<file path="src/include/devBoard_config.svh">
`ifndef DEV_BOARD_CONFIG_SVH
`define DEV_BOARD_CONFIG_SVH

// APB bus widths
`define DEV_ADDR_W 8
`define DEV_DATA_W 16

// Board pin counts
`define DEV_LED_W 8
`define DEV_DIP_W 4
`define DEV_IRQ_W 7

`define DEV_SYNC_STAGES 2 // Flops per asynchronous input

// Register map
`define DEV_OFS_LED      8'h00 // Read/write
`define DEV_OFS_DIP      8'h04 // Read only
`define DEV_OFS_IRQ_PEND 8'h08 // Read, write one to clear
`define DEV_OFS_IRQ_MASK 8'h0C // Read/write

`endif

</file>
<file path="src/source/devBoardPkg.sv">
`include "devBoard_config.svh"

package devBoardPkg;

	// APB side
	typedef logic [`DEV_ADDR_W-1:0] apbAddr_t;
	typedef logic [`DEV_DATA_W-1:0] apbData_t;

	// Peripheral values
	typedef logic [`DEV_LED_W-1:0] ledVal_t; // One bit per LED
	typedef logic [`DEV_DIP_W-1:0] dipVal_t; // One bit per switch

	// Interrupt pins, pending and mask all share this layout
	typedef logic [`DEV_IRQ_W-1:0] irqVec_t;

endpackage

</file>
<file path="src/source/gpioPort.sv">
`timescale 1ns/1ns
`include "devBoard_config.svh"

module gpioPort (
	input  logic                  clk,
	input  logic                  rstN,
	input  logic                  ledWr,
	input  devBoardPkg::apbData_t wrData,
	output devBoardPkg::ledVal_t  ledVal,
	output devBoardPkg::ledVal_t  leds,
	input  devBoardPkg::dipVal_t  dipSw,
	output devBoardPkg::dipVal_t  dipVal
);
	import devBoardPkg::*;

	ledVal_t ledReg;
	dipVal_t dipSync [`DEV_SYNC_STAGES]; // Stage 0 samples the pins

	// LED register
	always_ff @(posedge clk or negedge rstN) begin
		if (!rstN) begin
			ledReg <= '0;
		end else if (ledWr) begin
			ledReg <= wrData[`DEV_LED_W-1:0]; // Low bits only
		end
	end

	// DIP switches are asynchronous to clk
	always_ff @(posedge clk or negedge rstN) begin
		if (!rstN) begin
			for (int i = 0; i < `DEV_SYNC_STAGES; i++) begin
				dipSync[i] <= '0;
			end
		end else begin
			dipSync[0] <= dipSw;
			for (int i = 1; i < `DEV_SYNC_STAGES; i++) begin
				dipSync[i] <= dipSync[i-1];
			end
		end
	end

	assign leds   = ledReg;
	assign ledVal = ledReg; // Read-back path to the decoder
	assign dipVal = dipSync[`DEV_SYNC_STAGES-1];

	// The pins move only after a decoded LED write
	ledsOnlyAfterWrite: assert property (
		@(posedge clk) disable iff (!rstN)
		!$stable(leds) |-> $past(ledWr)
	) else $error("leds changed without a preceding ledWr");

endmodule

</file>
<file path="src/source/irqController.sv">
`timescale 1ns/1ns
`include "devBoard_config.svh"

module irqController (
	input  logic                  clk,
	input  logic                  rstN,
	input  devBoardPkg::irqVec_t  intPins,
	input  logic                  pendClr,
	input  logic                  maskWr,
	input  devBoardPkg::apbData_t wrData,
	output devBoardPkg::irqVec_t  irqPend,
	output devBoardPkg::irqVec_t  irqMask,
	output logic                  irq
);
	import devBoardPkg::*;

	irqVec_t pinSync [`DEV_SYNC_STAGES];
	irqVec_t pinPrev;  // Last synchronized pin levels
	irqVec_t riseEdge;
	irqVec_t clrBits;
	irqVec_t pendReg;
	irqVec_t maskReg;

	// Pin synchronizers and edge history
	always_ff @(posedge clk or negedge rstN) begin
		if (!rstN) begin
			for (int i = 0; i < `DEV_SYNC_STAGES; i++) begin
				pinSync[i] <= '0;
			end
			pinPrev <= '0;
		end else begin
			pinSync[0] <= intPins;
			for (int i = 1; i < `DEV_SYNC_STAGES; i++) begin
				pinSync[i] <= pinSync[i-1];
			end
			pinPrev <= pinSync[`DEV_SYNC_STAGES-1];
		end
	end

	// Low to high on the synchronized level
	assign riseEdge = pinSync[`DEV_SYNC_STAGES-1] & ~pinPrev;

	// Write one to clear
	assign clrBits = pendClr ? wrData[`DEV_IRQ_W-1:0] : '0;

	always_ff @(posedge clk or negedge rstN) begin
		if (!rstN) begin
			pendReg <= '0;
		end else begin
			// New edge wins over a clear on the same bit
			pendReg <= (pendReg & ~clrBits) | riseEdge;
		end
	end

	// Mask register
	always_ff @(posedge clk or negedge rstN) begin
		if (!rstN) begin
			maskReg <= '0;
		end else if (maskWr) begin
			maskReg <= wrData[`DEV_IRQ_W-1:0];
		end
	end

	assign irqPend = pendReg;
	assign irqMask = maskReg;
	assign irq     = |(pendReg & maskReg); // Combinational request

	// Writing an all-zero mask silences the request
	irqQuietWhenMasked: assert property (
		@(posedge clk) disable iff (!rstN)
		(maskWr && (wrData[`DEV_IRQ_W-1:0] == '0)) |=> !irq
	) else $error("irq high with all interrupts masked");

endmodule

</file>
<file path="src/source/apbRegDecoder.sv">
`timescale 1ns/1ns
`include "devBoard_config.svh"

module apbRegDecoder (
	input  logic                  clk,
	input  logic                  rstN,
	input  logic                  psel,
	input  logic                  penable,
	input  logic                  pwrite,
	input  devBoardPkg::apbAddr_t paddr,
	input  devBoardPkg::apbData_t pwdata,
	output devBoardPkg::apbData_t prdata,
	output logic                  pready,
	output logic                  pslverr,
	output logic                  ledWr,
	output logic                  pendClr,
	output logic                  maskWr,
	output devBoardPkg::apbData_t wrData,
	input  devBoardPkg::ledVal_t  ledVal,
	input  devBoardPkg::dipVal_t  dipVal,
	input  devBoardPkg::irqVec_t  irqPend,
	input  devBoardPkg::irqVec_t  irqMask
);
	import devBoardPkg::*;

	logic access;   // Second cycle of a transfer
	logic selLed;
	logic selDip;
	logic selPend;
	logic selMask;
	logic mapped;
	logic wrAccess;

	assign access = psel & penable;

	// Address match per register
	assign selLed  = (paddr == `DEV_OFS_LED);
	assign selDip  = (paddr == `DEV_OFS_DIP);
	assign selPend = (paddr == `DEV_OFS_IRQ_PEND);
	assign selMask = (paddr == `DEV_OFS_IRQ_MASK);
	assign mapped  = selLed | selDip | selPend | selMask;

	// No wait states, so every access completes here
	assign pready  = access;
	assign pslverr = access & ~mapped;

	// One-cycle strobes; DIP writes fall through and are dropped
	assign wrAccess = access & pwrite;
	assign ledWr    = wrAccess & selLed;
	assign pendClr  = wrAccess & selPend;
	assign maskWr   = wrAccess & selMask;
	assign wrData   = pwdata;

	// Read mux, zero-extended
	always_comb begin
		prdata = '0;
		if (selLed)  prdata = apbData_t'(ledVal);
		if (selDip)  prdata = apbData_t'(dipVal);
		if (selPend) prdata = apbData_t'(irqPend);
		if (selMask) prdata = apbData_t'(irqMask);
	end

	// Slave response is confined to the access phase
	respOnlyInAccess: assert property (
		@(posedge clk) disable iff (!rstN)
		!(psel && penable) |-> !pready && !pslverr
	) else $error("pready or pslverr outside an access phase");

	writeStrobesOneHot: assert property (
		@(posedge clk) disable iff (!rstN)
		$onehot0({ledWr, pendClr, maskWr})
	) else $error("More than one register write strobe");

endmodule

</file>
<file path="src/source/devBoard.sv">
`timescale 1ns/1ns
`include "devBoard_config.svh"

module devBoard (
	input  logic                  clk,
	input  logic                  rstN,
	// APB slave
	input  logic                  psel,
	input  logic                  penable,
	input  logic                  pwrite,
	input  devBoardPkg::apbAddr_t paddr,
	input  devBoardPkg::apbData_t pwdata,
	output devBoardPkg::apbData_t prdata,
	output logic                  pready,
	output logic                  pslverr,
	// Board pins
	output devBoardPkg::ledVal_t  leds,
	input  devBoardPkg::dipVal_t  dipSw,
	input  devBoardPkg::irqVec_t  intPins,
	output logic                  irq
);
	import devBoardPkg::*;

	logic     ledWr;
	logic     pendClr;
	logic     maskWr;
	apbData_t wrData;   // Shared write data to both peripherals
	ledVal_t  ledVal;
	dipVal_t  dipVal;
	irqVec_t  irqPend;
	irqVec_t  irqMask;

	apbRegDecoder u_apbRegDecoder (
		.clk     (clk),
		.rstN    (rstN),
		.psel    (psel),
		.penable (penable),
		.pwrite  (pwrite),
		.paddr   (paddr),
		.pwdata  (pwdata),
		.prdata  (prdata),
		.pready  (pready),
		.pslverr (pslverr),
		.ledWr   (ledWr),
		.pendClr (pendClr),
		.maskWr  (maskWr),
		.wrData  (wrData),
		.ledVal  (ledVal),
		.dipVal  (dipVal),
		.irqPend (irqPend),
		.irqMask (irqMask)
	);

	gpioPort u_gpioPort (
		.clk    (clk),
		.rstN   (rstN),
		.ledWr  (ledWr),
		.wrData (wrData),
		.ledVal (ledVal),
		.leds   (leds),
		.dipSw  (dipSw),
		.dipVal (dipVal)
	);

	irqController u_irqController (
		.clk     (clk),
		.rstN    (rstN),
		.intPins (intPins),
		.pendClr (pendClr),
		.maskWr  (maskWr),
		.wrData  (wrData),
		.irqPend (irqPend),
		.irqMask (irqMask),
		.irq     (irq)
	);

endmodule

</file>
<file path="config.mk">
export PLATFORM = sky130hd
export DESIGN_NAME = devBoard
export DESIGN_NICKNAME = d
export VERILOG_FILES = /design/src/source/devBoardPkg.sv /design/src/source/gpioPort.sv /design/src/source/irqController.sv /design/src/source/apbRegDecoder.sv /design/src/source/devBoard.sv
export VERILOG_INCLUDE_DIRS = /design/src /design/src/include
export SDC_FILE = /design/constraint.sdc
export NUM_CORES = 1
export LEC_CHECK = 0
export BUFFER_PORTS_ARGS = -buffer_cell sky130_fd_sc_hd__buf_2
export CAP_MARGIN = 0
export CORE_ASPECT_RATIO = 2
export CORE_MARGIN = 1
export CORE_UTILIZATION = 35
export DETAILED_ROUTE_END_ITERATION = 8
export PLACE_DENSITY = 0.6
export SETUP_SLACK_MARGIN = 0.05
export SYNTH_ARGS = -nofsm -noshare
export SYNTH_HDL_FRONTEND = slang
export SYNTH_SLANG_ARGS = --single-unit
</file>
<file path="constraint.sdc">
create_clock -name clk -period 1.3 [get_ports clk]
set_input_delay 0.13 -clock clk [delete_from_list [all_inputs] [get_ports clk]]
set_output_delay 0.13 -clock clk [all_outputs]
set_load 0.02 [all_outputs]
</file>
==> impl_metrics.toml, run 1 <==
[flow_run]
max-cap-violations = 0

[global_route]
grt_max_degree = 37
grt_pass1_vias = 1463
antenna_found_initial = 0
grt.total_usage_pct = 15.82
grt_pass1_wl_um = 7017
grt-ovfl-total = 0

[logic_synthesis]
yosysMostFrequentCell = "dfrtp_1"
yosys_warnings = 0
synth-edff-count = 0
avgSynthCellArea_um2 = 13.71
ys_seq_elements = 51
synth_ff_type = "dfrtp_1"
synth_top_area_share_pct = 63.31
yosysTopAreaCell = "dfrtp_1"
synth.distinct_cells = 24
synthCells = 147
ys_top_cells_by_count = "51 x dfrtp_1, 18 x mux2_2, 8 x buf_4"
ys_seq_area_share_pct = 63.31
synth_area_um2 = 2016
asyncSetResetFlopFracSynth_pct = 100.0
yosys-top-cells-area = "dfrtp_1 63%, mux2_2 10%, a22o_1 3.0%"

[drt]
avgRoutedWirePerCell_um = 15.02
vias_per_cell = 4.856
drt_pre_antenna_iters = 4
drc = 0
drtIter0Drc = 25
routed_wl_um = 4491
antenna_violating_nets_post_route = 0
vias = 1452

[floorplanning]
die_w_um = 55.66
floorplan.die_area_um2 = 6085
core_um2 = 5468
die_h_um = 109.3
start_util_pct = 36.86
rows = 38
io_pins = 67

[outcome]
status = "finished, violations left"
failed_checks = "setup timing"

[finish]
final_cell_count_no_fill = 299
num_antenna_cells = 0
ff_latch_area_um2 = 1276
nets = 278
syn_to_final_growth_pct = 45.62
fillers = 500
multi_input_area_um2 = 790.8
finalCoreUtilization_pct = 53.68
drive_above_1_share_pct = 53.14

[worst_hold_path]
holdPathStages = 2
min-delay-start = "pwdata[7]"
worstHoldPathType = "input port to flop"

[place]
gp_congestion = 0.7812
dpl.cell_count = 268
portBuffers = 50
dp_hpwl_um = 3127

[critical_path]
startpoint_type = "flop"
rr_worst_depth = 3
path_class = "flop to primary output"
critPathLaunch = "u_irqController.irqPend[6]$_DFF_PN0_"
r2r-start = "u_gpioPort.ledVal[1]$_DFFE_PN0P_"
cp_max_fo = 3
cp_data_required_time_ns = 1.17
worstSetupEndpointType = "primary output"
crit_arrival_ns = 1.36

[sta]
fin_ws_ns = -0.1948
post-route-min-period_ns = 1.495
max_freq_ghz = 0.6690
hold_viol_final = 0
rsz0062_at_grt = "yes"
skew_ns = 0.001004
fin_crit_sh_pct = 115.0
setup_viol_count_final = 8
maxSlewViolCount = 0

[cts]
clock_sinks = 51
worstSkewPairLatency_ns = 0.30
cts_buffers = 5
cts_tree = "built"
cts_max_level = 2
cts_root_buf = "clkbuf_8"
clk_pin_slew_ns = 0.08
clock_path_buffers = 2

[pwr]
ir_drop_mv = 0.9914
p_sw_share_pct = 21.19
clockPowerShare_pct = 39.0
internal-power_mw = 2.560
powerDensity_nw_per_um2 = 1106
combPwrFrac_pct = 10.0
p_leak_nw = 1.419
p_seq_share_pct = 51.0
switching_power_mw = 0.6882
-- critical path, stage by stage (launching register included) --
cell and delay, ns:
dfrtp_1 0.40, buf_4 0.15, a222oi_1 0.22, nand3_1 0.12
buf_2 0.17
-- cell families (layout without fill, tap and decap cells) --
group,Yosys count,count (layout),share of synthesized area [%]
buf+inv,19,104,5.029
simple gates,33,33,11.79
mux,18,18,10.06
flops,51,51,63.31
other cells,1,8,0.1860
compound gates,25,25,9.622
-- metrics by stage --
stage          worst slack, ns  hold slack (ns)  total power, mW  instance area (µm²)  TNS, ns
2_1_floorplan         -0.07696          -0.1656            1.816                 2069   -1.297
6_report               -0.1948          0.05765            3.248                 2935  -0.8507
5_1_grt                -0.2738          0.06225            3.369                 2935   -1.315
4_1_cts                -0.2060          0.04978            3.278                 2880  -0.9697
3_3_place_gp           -0.2826          0.06788            1.946                 2452   -2.186
3_5_place_dp           -0.2958          0.06940            1.949                 2452   -2.413
-- what timing repair did --
item / in CTS / in global routing
setup endpoints to repair: 10 / 10
pin swaps: 8 / 9
setup buffers: 8 / 3
resized for setup: 24 / 8
endpoints found under the hold margin: 26 / 0
gates cloned: 0 / 0
hold buffers: 12 / 0
-- cells in the final DEF (no fill, tap or decap), types with 2 or more instances in the layout --
cell type and instances:
a21oi_2 4, a22o_1 7, a22oi_1 2, a22oi_2 3, and2_1 2, buf_2 41, buf_4 28, buf_6 7
bufinv_16 2, clkbuf_8 5, conb_1 8, dfrtp_1 51, dlygate4sd3_1 12, inv_1 7, mux2_2 18, nand2_1 5
nand3b_1 4, nand4_1 7, nand4_4 2, nor2_2 4, o21bai_1 2, o21bai_2 2, o2bb2ai_2 2, o2bb2ai_4 2
-- area by class of cell --
| type | count | share of cell area, % |
|---|---|---|
| inverter | 7 | 0.8951 |
| clock inverter | 2 | 2.046 |
| tap | 60 | 2.558 |
| clock buffer | 6 | 2.472 |
| multi-input combinational | 84 | 26.94 |
| timing repair buffer | 89 | 21.61 |
| sequential | 51 | 43.48 |
-- final timing paths --
kind / endpoint / slack [ns]
worst max-delay path: irq / -0.19
worst min-delay path: u_gpioPort.ledVal[7]$_DFFE_PN0P_ / 0.06
worst max register to register: u_gpioPort.ledVal[1]$_DFFE_PN0P_ / 0.30
worst min register to register: u_irqController.pinSync[3]$_DFF_PN0_ / 0.35
max in group asynchronous: u_gpioPort.ledVal[3]$_DFFE_PN0P_ / 0.52
min in group asynchronous: u_irqController.pinSync[11]$_DFF_PN0_ / 0.27
-- metal layers --
layer / vias up / wire length (µm) / track usage (%)
met5: - / 0 / 0
met4: 0 / 143 / 10.00
met3: 11 / 197 / 3.294
met2: 49 / 2457 / 28.40
met1: 698 / 1693 / 16.65
li1: 694 / - / -
-- registers in the layout, indices dropped and copies added (netlist names) --
name,count
u_irqController.pinSync,14
u_gpioPort.ledVal,8
u_irqController.irqMask,7
u_irqController.irqPend,7
u_irqController.pinPrev,7
u_gpioPort.dipSync,4
u_gpioPort.dipVal,4
-- power groups by stage --
stage | clock [mW] | combinational (mW) | sequential (mW)
floorplan | 0 | 0.128 | 1.69
global placement | 0 | 0.258 | 1.69
detailed placement | 0 | 0.261 | 1.69
CTS | 1.30 | 0.321 | 1.66
global route | 1.35 | 0.353 | 1.66
finish | 1.27 | 0.325 | 1.66
(Power assumes the default switching activity.)
==> inputs of run 2 (changes only) <==
- CORE_ASPECT_RATIO: 2 -> not set
- CORE_MARGIN: 1 -> not set
==> impl_metrics.toml, run 2 (synthesis results as in run 1) <==
[outcome]
status = "finished, violations left"
failed_checks = "setup timing"

[cts]
worstSkewPairLatency_ns = 0.30
clock_sinks = 51
cts_buffers = 5
cts_root_buf = "clkbuf_8"
clock_path_buffers = 2
cts_max_level = 2
clk_pin_slew_ns = 0.08
cts_tree = "built"

[finish]
drive_above_1_share_pct = 52.14
nets = 274
largest_register = "u_irqController.pinSync"
finalCoreUtilization_pct = 51.92
syn_to_final_growth_pct = 42.71
final_area_um2 = 2877
final_cell_count_no_fill = 306
final_cell_mix = "51 x dfrtp_1, 39 x buf_2, 22 x buf_4, 14 x mux2_2, 12 x dlygate4sd3_1"
layout_commonest_cell = "dfrtp_1"
largest_register_ffs = 14
num_antenna_cells = 0

[sta]
max_freq_ghz = 0.6665
fin_crit_sh_pct = 115.4
post-route-min-period_ns = 1.500
setup_viol_count_final = 8
skew_ns = 0.006450
rsz0062_at_grt = "yes"
maxSlewViolCount = 0
fin_ws_ns = -0.2004
hold_viol_final = 0

[place]
dpl.cell_count = 278
gp_congestion = 0.7458
dpl_cell_area_um2 = 2452
portBuffers = 50
dp_hpwl_um = 2908

[pwr]
p_leak_nw = 1.412
ir_drop_mv = 0.7772
powerDensity_nw_per_um2 = 1006

[critical_path]
slowest_stage = "dfrtp_1"
worstSetupEndpointType = "primary output"
cp_data_required_time_ns = 1.17
cp_max_fo = 2
cp_slowest_stage_delay_ns = 0.38
startpoint_type = "flop"
crit_arrival_ns = 1.37
path_class = "flop to primary output"
path_cells = "a222oi_1 -> nand3_1 -> buf_6"

[global_route]
grt_max_degree = 52
grt.total_usage_pct = 15.44
grt_pass1_wl_um = 6982
antenna_found_initial = 0
grt_pass1_vias = 1401
grt-ovfl-total = 0

[floorplanning]
die_h_um = 77.89
start_util_pct = 36.38
rows = 27
core_um2 = 5540
io_pins = 67
die_w_um = 77.89
floorplan.die_area_um2 = 6067

[flow_run]
max-cap-violations = 0

[drt]
vias_per_cell = 4.859
antenna_violating_nets_post_route = 0
drt_pre_antenna_iters = 4
routed_wl_um = 4492
vias = 1487
avgRoutedWirePerCell_um = 14.68
drc = 0
drtIter0Drc = 71

[worst_hold_path]
worstHoldPathType = "input port to flop"
==> run 2: worst max-delay path: cells and delay by family, from the launching register on <==
| family | cells | cell delay [ns] |
|---|---|---|
| AOI/OAI and AO/OA | 1 | 0.36 |
| buffers and inverters | 1 | 0.16 |
| and+or+nand+nor | 1 | 0.17 |
| DFF | 1 | 0.38 |
==> run 2: worst paths after layout <==
kind,from,to,slack [ns],depth (start not counted)
hold reg to reg,u_gpioPort.dipSync[6]$_DFF_PN0_,u_gpioPort.dipVal[2]$_DFF_PN0_,0.35,0
hold / removal,pwdata[7],u_gpioPort.ledVal[7]$_DFFE_PN0P_,0.07,2
max in group asynchronous,rstN,u_irqController.irqMask[0]$_DFFE_PN0P_,0.72,3
setup reg to reg,u_gpioPort.ledVal[3]$_DFFE_PN0P_,u_gpioPort.ledVal[3]$_DFFE_PN0P_,0.30,3
setup / recovery,u_irqController.irqPend[3]$_DFF_PN0_,irq,-0.20,3
min in group asynchronous,rstN,u_irqController.irqPend[0]$_DFF_PN0_,0.34,3
==> run 2: layout make-up <==
cell class	instances	area [µm²]
Clock buffer	6	82.58
Clock inverter	1	5.005
Fill cell	497	2664
Inverter	7	26.28
Multi-Input combinational cell	85	783.3
Sequential cell	51	1276
Tap cell	72	90.09
Timing Repair Buffer	84	613.1
==> run 2: repair_timing <==
item	4_1_cts	5_1_grt
cloned	1	0
pin swaps	15	8
setup endpoints to repair	10	15
gates resized for setup	27	8
setup buffers	6	2
endpoints found under the hold margin	62	0
hold buffers	12	0
==> run 2: stage by stage <==
step           setup slack [ns]  power [mW]  hold slack (ns)  TNS [ns]
2_1_floorplan          -0.07696       1.816          -0.1656    -1.297
5_1_grt                 -0.3242       3.005          0.05408    -1.236
6_report                -0.2004       2.894          0.06771   -0.7801
4_1_cts                 -0.2533       2.915          0.05927   -0.8750
3_5_place_dp            -0.3100       1.953           0.1435    -3.375
3_3_place_gp            -0.2918       1.949           0.1423    -2.391
==> run 2: power by group <==
| group | internal (mW) | switching [mW] | leakage [nW] | total, mW |
|---|---|---|---|---|
| sequential | 1.64 | 0.0187 | 0.608 | 1.66 |
| clock | 0.418 | 0.487 | 0.0470 | 0.905 |
| combinational | 0.159 | 0.173 | 0.757 | 0.333 |
| total | 2.21 | 0.679 | 1.41 | 2.89 |
==> run 2: layer usage <==
| metal | vias to the layer above | global-route usage, % | part of all wire, % |
|---|---|---|---|
| met1 | 739 | 19.47 | 44 |
| met3 | 8 | 3.765 | 5.5 |
| met5 | - | 0 | 0 |
| met2 | 51 | 25.58 | 48 |
| li1 | 689 | - | - |
| met4 | 0 | 5.926 | 1.9 |
